[src/rect_pkg.sv]
package rect_pkg;

    // one coordinate axis
    localparam int coord_w = 16;

    // inclusive sides can reach 2^coord_w, so each side needs one extra bit
    localparam int area_w = 2 * coord_w + 2;

    typedef struct packed {
        logic [coord_w-1:0] x;
        logic [coord_w-1:0] y;
    } point_t;

    typedef logic [area_w-1:0] area_t;

    typedef enum logic [1:0] {
        idle,
        fetch_i,   // read the outer point
        issue,     // one pair per clock
        finish
    } sched_state_e;

endpackage

[src/pair_bus_if.sv]
`timescale 1ns/1ps

interface pair_bus_if;
    import rect_pkg::*;

    logic   valid;
    logic   first;  // first pair of a run, or the empty-run marker
    logic   last;   // final pair, or the empty-run marker
    point_t a;
    point_t b;

    modport source (
        output valid,
        output first,
        output last,
        output a,
        output b
    );

    modport sink (
        input valid,
        input first,
        input last,
        input a,
        input b
    );

endinterface

[src/area_pipeline.sv]
`timescale 1ns/1ps

module area_pipeline (
    input  logic            clk,
    input  logic            rst,
    pair_bus_if.sink        pairs,
    output rect_pkg::area_t max_area,
    output logic            done
);
    import rect_pkg::*;

    // stage 1 holds the absolute differences
    logic               v1;
    logic               f1;
    logic               l1;
    logic [coord_w-1:0] dx1;
    logic [coord_w-1:0] dy1;

    // stage 2 holds the inclusive sides
    logic               v2;
    logic               f2;
    logic               l2;
    logic [coord_w:0]   w2;
    logic [coord_w:0]   h2;

    // stage 3
    area_t              prod;
    logic               l3;

    always_ff @(posedge clk) begin
        if (rst) begin
            v1 <= 1'b0;
            f1 <= 1'b0;
            l1 <= 1'b0;
        end else begin
            v1 <= pairs.valid;
            f1 <= pairs.first;
            l1 <= pairs.last;
        end
    end

    always_ff @(posedge clk) begin
        dx1 <= (pairs.a.x > pairs.b.x) ? pairs.a.x - pairs.b.x : pairs.b.x - pairs.a.x;
        dy1 <= (pairs.a.y > pairs.b.y) ? pairs.a.y - pairs.b.y : pairs.b.y - pairs.a.y;
    end

    always_ff @(posedge clk) begin
        if (rst) begin
            v2 <= 1'b0;
            f2 <= 1'b0;
            l2 <= 1'b0;
        end else begin
            v2 <= v1;
            f2 <= f1;
            l2 <= l1;
        end
    end

    always_ff @(posedge clk) begin
        w2 <= {1'b0, dx1} + 1'b1;  // 65535 + 1 needs the extra bit
        h2 <= {1'b0, dy1} + 1'b1;
    end

    assign prod = area_t'(w2) * area_t'(h2);

    always_ff @(posedge clk) begin
        if (rst) begin
            max_area <= '0;
            l3       <= 1'b0;
        end else begin
            l3 <= l2;
            if (f2) begin
                max_area <= v2 ? prod : '0;  // new run starts from zero
            end else if (v2 && prod > max_area) begin
                max_area <= prod;
            end
        end
    end

    always_ff @(posedge clk) begin
        if (rst) begin
            done <= 1'b0;
        end else if (pairs.first) begin
            done <= 1'b0;
        end else if (l3) begin
            done <= 1'b1;
        end
    end

    // no valid pair may still trail the last one when done rises
    a_done_after_last: assert property (
        @(posedge clk) disable iff (rst)
        $rose(done) |-> $past(l3) && !$past(v1) && !$past(v2)
    ) else $error("done rose without a last pair");

endmodule

[src/pair_scheduler.sv]
`timescale 1ns/1ps

module pair_scheduler #(
    parameter int MAX_POINTS = 64,
    parameter int IDX_W      = 6
) (
    input  logic              clk,
    input  logic              rst,
    input  logic              start,
    input  logic [IDX_W:0]    num_points,
    output logic              busy,
    output logic [IDX_W-1:0]  idx_i,
    output logic [IDX_W-1:0]  idx_j,
    input  rect_pkg::point_t  point_i,
    input  rect_pkg::point_t  point_j,
    pair_bus_if.source        pairs
);
    import rect_pkg::*;

    sched_state_e     state;
    logic [IDX_W:0]   n_q;       // point count latched at start
    logic [IDX_W-1:0] i_q;
    logic [IDX_W-1:0] j_q;
    logic             first_q;   // no pair issued yet in this run
    logic             end_of_row;
    logic             end_of_run;

    // flags delayed to line up with the memory read
    logic valid_d;
    logic first_d;
    logic last_d;

    logic last_seen_q;

    assign end_of_row = ({1'b0, j_q} == n_q - 1'b1);
    assign end_of_run = end_of_row && ({1'b0, i_q} == n_q - 2'd2);

    always_ff @(posedge clk) begin
        if (rst) begin
            state   <= idle;
            n_q     <= '0;
            i_q     <= '0;
            j_q     <= '0;
            first_q <= 1'b0;
        end else begin
            unique case (state)
                idle: begin
                    if (start) begin
                        n_q     <= num_points;
                        i_q     <= '0;
                        j_q     <= IDX_W'(1);
                        first_q <= 1'b1;
                        state   <= (num_points < 2) ? finish : fetch_i;
                    end
                end
                fetch_i: begin
                    state <= issue;
                end
                issue: begin
                    first_q <= 1'b0;
                    if (end_of_run) begin
                        state <= finish;
                    end else if (end_of_row) begin
                        i_q   <= i_q + IDX_W'(1);
                        j_q   <= i_q + IDX_W'(2);
                        state <= fetch_i;
                    end else begin
                        j_q <= j_q + IDX_W'(1);
                    end
                end
                finish: begin
                    first_q <= 1'b0;
                    state   <= idle;
                end
                default: state <= idle;
            endcase
        end
    end

    always_ff @(posedge clk) begin
        if (rst) begin
            valid_d <= 1'b0;
            first_d <= 1'b0;
            last_d  <= 1'b0;
        end else begin
            valid_d <= (state == issue);
            first_d <= first_q && (state == issue || state == finish);
            // empty run still needs a marker so the pipeline can close out
            last_d  <= (state == issue && end_of_run) || (state == finish && n_q < 2);
        end
    end

    assign idx_i = i_q;
    assign idx_j = j_q;

    // held until the final bus cycle has left
    assign busy = (state != idle) || valid_d || last_d;

    assign pairs.valid = valid_d;
    assign pairs.first = first_d;
    assign pairs.last  = last_d;
    assign pairs.a     = point_i;
    assign pairs.b     = point_j;

    always_ff @(posedge clk) begin
        if (rst) begin
            last_seen_q <= 1'b0;
        end else if (start && state == idle) begin
            last_seen_q <= 1'b0;
        end else if (last_d) begin
            last_seen_q <= 1'b1;
        end
    end

    a_upper_triangle: assert property (
        @(posedge clk) disable iff (rst)
        (state == issue) |-> (idx_j > idx_i)
    ) else $error("pair_scheduler issued j <= i");

    a_single_last: assert property (
        @(posedge clk) disable iff (rst)
        pairs.last |-> !last_seen_q
    ) else $error("pair_scheduler raised last twice in one run");

endmodule

[src/point_store.sv]
`timescale 1ns/1ps

module point_store #(
    parameter int MAX_POINTS = 64,
    parameter int IDX_W      = 6
) (
    input  logic              clk,
    input  logic              rst,
    input  logic              load_en,
    input  logic [IDX_W-1:0]  load_addr,
    input  rect_pkg::point_t  load_point,
    input  logic              busy,
    input  logic [IDX_W-1:0]  idx_i,
    input  logic [IDX_W-1:0]  idx_j,
    output rect_pkg::point_t  point_i,
    output rect_pkg::point_t  point_j
);
    import rect_pkg::*;

    point_t mem [MAX_POINTS];

    always_ff @(posedge clk) begin
        if (load_en) begin
            mem[load_addr] <= load_point;
        end
    end

    // two read ports, one cycle latency each
    always_ff @(posedge clk) begin
        point_i <= mem[idx_i];  // outer index, held through a row
        point_j <= mem[idx_j];
    end

    // the scheduler reads the memory on every cycle of a search
    a_no_load_busy: assert property (
        @(posedge clk) disable iff (rst)
        busy |-> !load_en
    ) else $error("point_store written during a search");

endmodule

[src/rect_top.sv]
`timescale 1ns/1ps

module rect_top #(
    parameter int  MAX_POINTS = 64,
    localparam int IDX_W      = $clog2(MAX_POINTS)
) (
    input  logic                         clk,
    input  logic                         rst,
    input  logic                         load_en,
    input  logic [IDX_W-1:0]             load_addr,
    input  logic [rect_pkg::coord_w-1:0] load_x,
    input  logic [rect_pkg::coord_w-1:0] load_y,
    input  logic [IDX_W:0]               num_points,
    input  logic                         start,
    output logic [rect_pkg::area_w-1:0]  max_area,
    output logic                         done
);
    import rect_pkg::*;

    point_t           load_point;
    logic             busy;
    logic [IDX_W-1:0] idx_i;
    logic [IDX_W-1:0] idx_j;
    point_t           point_i;
    point_t           point_j;
    area_t            pipe_max;
    logic             pipe_done;

    pair_bus_if pairs ();

    assign load_point.x = load_x;
    assign load_point.y = load_y;

    point_store #(
        .MAX_POINTS (MAX_POINTS),
        .IDX_W      (IDX_W)
    ) u_store (
        .clk        (clk),
        .rst        (rst),
        .load_en    (load_en),
        .load_addr  (load_addr),
        .load_point (load_point),
        .busy       (busy),
        .idx_i      (idx_i),
        .idx_j      (idx_j),
        .point_i    (point_i),
        .point_j    (point_j)
    );

    pair_scheduler #(
        .MAX_POINTS (MAX_POINTS),
        .IDX_W      (IDX_W)
    ) u_sched (
        .clk        (clk),
        .rst        (rst),
        .start      (start),
        .num_points (num_points),
        .busy       (busy),
        .idx_i      (idx_i),
        .idx_j      (idx_j),
        .point_i    (point_i),
        .point_j    (point_j),
        .pairs      (pairs.source)
    );

    area_pipeline u_pipe (
        .clk      (clk),
        .rst      (rst),
        .pairs    (pairs.sink),
        .max_area (pipe_max),
        .done     (pipe_done)
    );

    assign max_area = pipe_max;

    // hide the previous result from the edge after start onwards
    assign done = pipe_done && !busy;

endmodule
[config.mk]
export PLATFORM = sky130hd
export DESIGN_NAME = rect_top
export DESIGN_NICKNAME = d
export VERILOG_FILES = /design/src/rect_pkg.sv /design/src/pair_bus_if.sv /design/src/area_pipeline.sv /design/src/pair_scheduler.sv /design/src/point_store.sv /design/src/rect_top.sv
export SDC_FILE = /design/constraint.sdc
export NUM_CORES = 2
export LEC_CHECK = 0
export BUFFER_PORTS_ARGS = -buffer_cell sky130_fd_sc_hd__buf_2
export CORE_ASPECT_RATIO = 1.1
export CORE_UTILIZATION = 34
export DETAILED_ROUTE_END_ITERATION = 12
export PLACE_DENSITY = 0.51
export SLEW_MARGIN = 30
export SYNTH_ARGS = -nofsm -noshare
export SYNTH_HDL_FRONTEND = slang
export SYNTH_HIERARCHICAL = 1
export SYNTH_SLANG_ARGS = --single-unit
[constraint.sdc]
create_clock -name clk -period 17 [get_ports clk]
set_input_delay 0.85 -clock clk [delete_from_list [all_inputs] [get_ports clk]]
set_output_delay 0.85 -clock clk [all_outputs]
set_load 0.01 [all_outputs]
==> impl_metrics.toml <==
[outcome]
status = "complete, no violations"

[die]
core_um2 = 335400
start_util_pct = 34.15
boundaryPins = 84
die_area_um2 = 339100
dieHeight_um = 610.7
die_width_um = 555.4
row_count = 223

[yosys]
synth_cells = 6662
synth_top_area_cell = "edfxtp_1"
synth-async-reset-ratio_pct = 0
synth-edff-count = 2048
synth_area_leaders = "edfxtp_1 (54%), mux4_2 (22%), fa_1 (4.0%), dfxtp_1 (3.4%), ha_1 (2.3%)"
ys_seq_elements = 2245
synthFlopType = "edfxtp_1"
yosys_warnings = 6
netlist_area_um2 = 114500
synth_seq_area_share_pct = 57.15
syn-num-nets = 7150
synth_area_per_cell_um2 = 17.19
synth_top_cell_area_share_pct = 53.70
ys_types = 83

[sta]
setup_viol = 0
finalHoldViolations = 0
fmax_mhz = 112.0
worst_pin_slew_ns = 1.098
period_needed_ns = 8.930
fin_skew_ns = 0.08097
rsz0062_at_grt = "no"
finalCritPeriodShare_pct = 52.53
maxSlewViolCount = 0
tns_ns = 0
relSlewSlack_pct = 26.81

[cts]
tritoncts = "built"
insertion_delay_ns = 0.94
post_cts_buffers = 0
cts_hold_buffers = 0
clockRootBuffer = "clkbuf_16"
cts_buffer_depth = 4
clkSinkCount = 2245
cts_resized = 0
numCtsBuffers = 240
htreeDepth = 4
clkTransAtPathRegs_ns = 0.06

[grt]
grt_pass1_vias = 67760
grtUsageMet1_pct = 28.19
grt_usage_pct = 21.37
grt_pass1_wl_um = 517200
grt_util_met2_pct = 36.38
grt.overflow.total = 0
antenna_found_initial = 28
grt_max_degree = 110
busiest_layer = "met2"
gr-usage-met3_pct = 3.856

[routing]
first_iter_violations = 6805
drc = 0
drt-pass1-iter-count = 6
vias = 65560
wl_per_cell_um = 32.13
finalWirelength_um = 365900
ant_nets = 0
vias_per_cell = 5.758

[worst_setup_path]
slowest_stage = "dfxtp_1"
critPathMaxStageDelay_ns = 0.79
path_class = "reg2reg"
cp-end-kind = "register"
worstSetupStartpointType = "register"
crit_fanout = 27
cp.required_ns = 17.82
cp_common_cell = "fa_1"
cp_data_arrival_time_ns = 9.75

[final_layout]
fillCellCount = 30750
syn_to_final_growth_pct = 11.83
area.sequential_um2 = 65480
finalNetCount = 7161
drive_gt1_share_pct = 27.52
multiInputGateArea_um2 = 45500

[run]
cap_violations = 0

[placement]
hpwl_um = 221800
port_buffers = 83
gp_congestion = 0.8407

[worst_hold_path]
hp-class = "in2reg"
==> layout make-up <==
type | count | area share (%)
antenna | 9 | 0.01759
clock buffer | 314 | 5.116
clock inverter | 133 | 1.062
inverter | 416 | 1.219
multi-input combinational | 3512 | 35.53
sequential | 2245 | 51.13
tap | 4500 | 4.397
timing repair buffer | 258 | 1.525
==> state kept, by name, indices dropped and copies added, names as in the netlist, 16 cells and up <==
| signal | flops |
|---|---|
| u_store/mem | 2048 |
| u_pipe/max_area | 34 |
| u_store/point_i | 32 |
| u_store/point_j | 32 |
| u_pipe/h2 | 17 |
| u_pipe/w2 | 17 |
| u_pipe/dx1 | 16 |
| u_pipe/dy1 | 16 |
==> Yosys cell counts, drive strengths merged (11+ instances only) <==
| cell type | number |
|---|---|
| fa | 228 |
| edfxtp | 2048 |
| nand2b | 22 |
| xor2 | 34 |
| a21oi | 148 |
| and3 | 23 |
| a21o | 28 |
| o21ai | 109 |
| dfxtp | 197 |
| a31oi | 12 |
| and2 | 134 |
| nor2b | 42 |
| clkbuf | 198 |
| ha | 211 |
| nand4 | 21 |
| a221oi | 24 |
| a22oi | 112 |
| or3 | 11 |
| a32oi | 11 |
| o22ai | 61 |
| o211ai | 38 |
| nor2 | 195 |
| mux4 | 1124 |
| nand3 | 47 |
| inv | 416 |
| xnor2 | 69 |
| o32a | 11 |
| mux2 | 44 |
| o221ai | 18 |
| buf | 291 |
| nor3 | 30 |
| nand2 | 350 |
| a211oi | 29 |
| mux2i | 222 |
==> through the flow <==
stage               setup slack [ns]  cell area (um2)  cells  hold WS (ns)  util [%]
finish                         8.070           128100  11390        0.2259     38.18
global route                   7.676           128000  11380        0.2149     38.18
CTS                            8.057           128000  11370        0.1607     38.16
detailed placement             8.078           120100  10930        0.3820     35.80
global placement               8.065           119900  10920        0.3812     35.75
floorplan                      9.160           114500   6662        0.3655         -
==> cells by family after synthesis <==
kind of cell	count (synthesis)	share of synthesized area [%]
flops	2245	57.15
xor+xnor	103	0.7878
mux	1390	24.48
fa+ha+maj	439	6.291
compound gates	667	3.907
simple gates	913	3.793
buf+inv	905	3.596
==> routing by layer <==
| metal | vias to the layer above | part of all wire, % |
|---|---|---|
| met2 | 2497 | 50 |
| met4 | 16 | 2.6 |
| met5 | - | 0.028 |
| met1 | 35830 | 41 |
| li1 | 26700 | - |
| met3 | 515 | 7.0 |
==> cell usage in the layout, fill, tap and decap left out, types with 131 or more instances in the layout <==
cell type and instances:
edfxtp_1 2048, mux4_2 1124, inv_1 415, nand2_1 348
clkbuf_16 246, fa_1 228, mux2i_1 222, ha_1 211
dfxtp_1 186, buf_4 184, a21oi_1 147, and2_1 133
nor2_1 131
==> worst max-delay path, delay by kind of cell, from the launching register on <==
kind / cells / cell delay, ns
flops: 1 / 0.79
simple gates: 9 / 2.41
fa+ha+maj: 8 / 3.73
compound gates: 5 / 1.26
buf+inv: 6 / 0.65
==> final timing paths <==
check                              startpoint             endpoint  slack (ns)  cells after the start
worst max-delay path             u_pipe/w2[6]  u_pipe/max_area[33]        8.07                     28
worst min-delay path            num_points[0]       u_sched/n_q[0]        0.23                      3
worst max register to register   u_pipe/w2[6]  u_pipe/max_area[33]        8.07                     28
worst min register to register  u_pipe/dy1[0]         u_pipe/h2[0]        0.40                      1
Power is not shown: default switching activity piles up to over one toggle a cycle in this logic, so the estimate is an artifact.
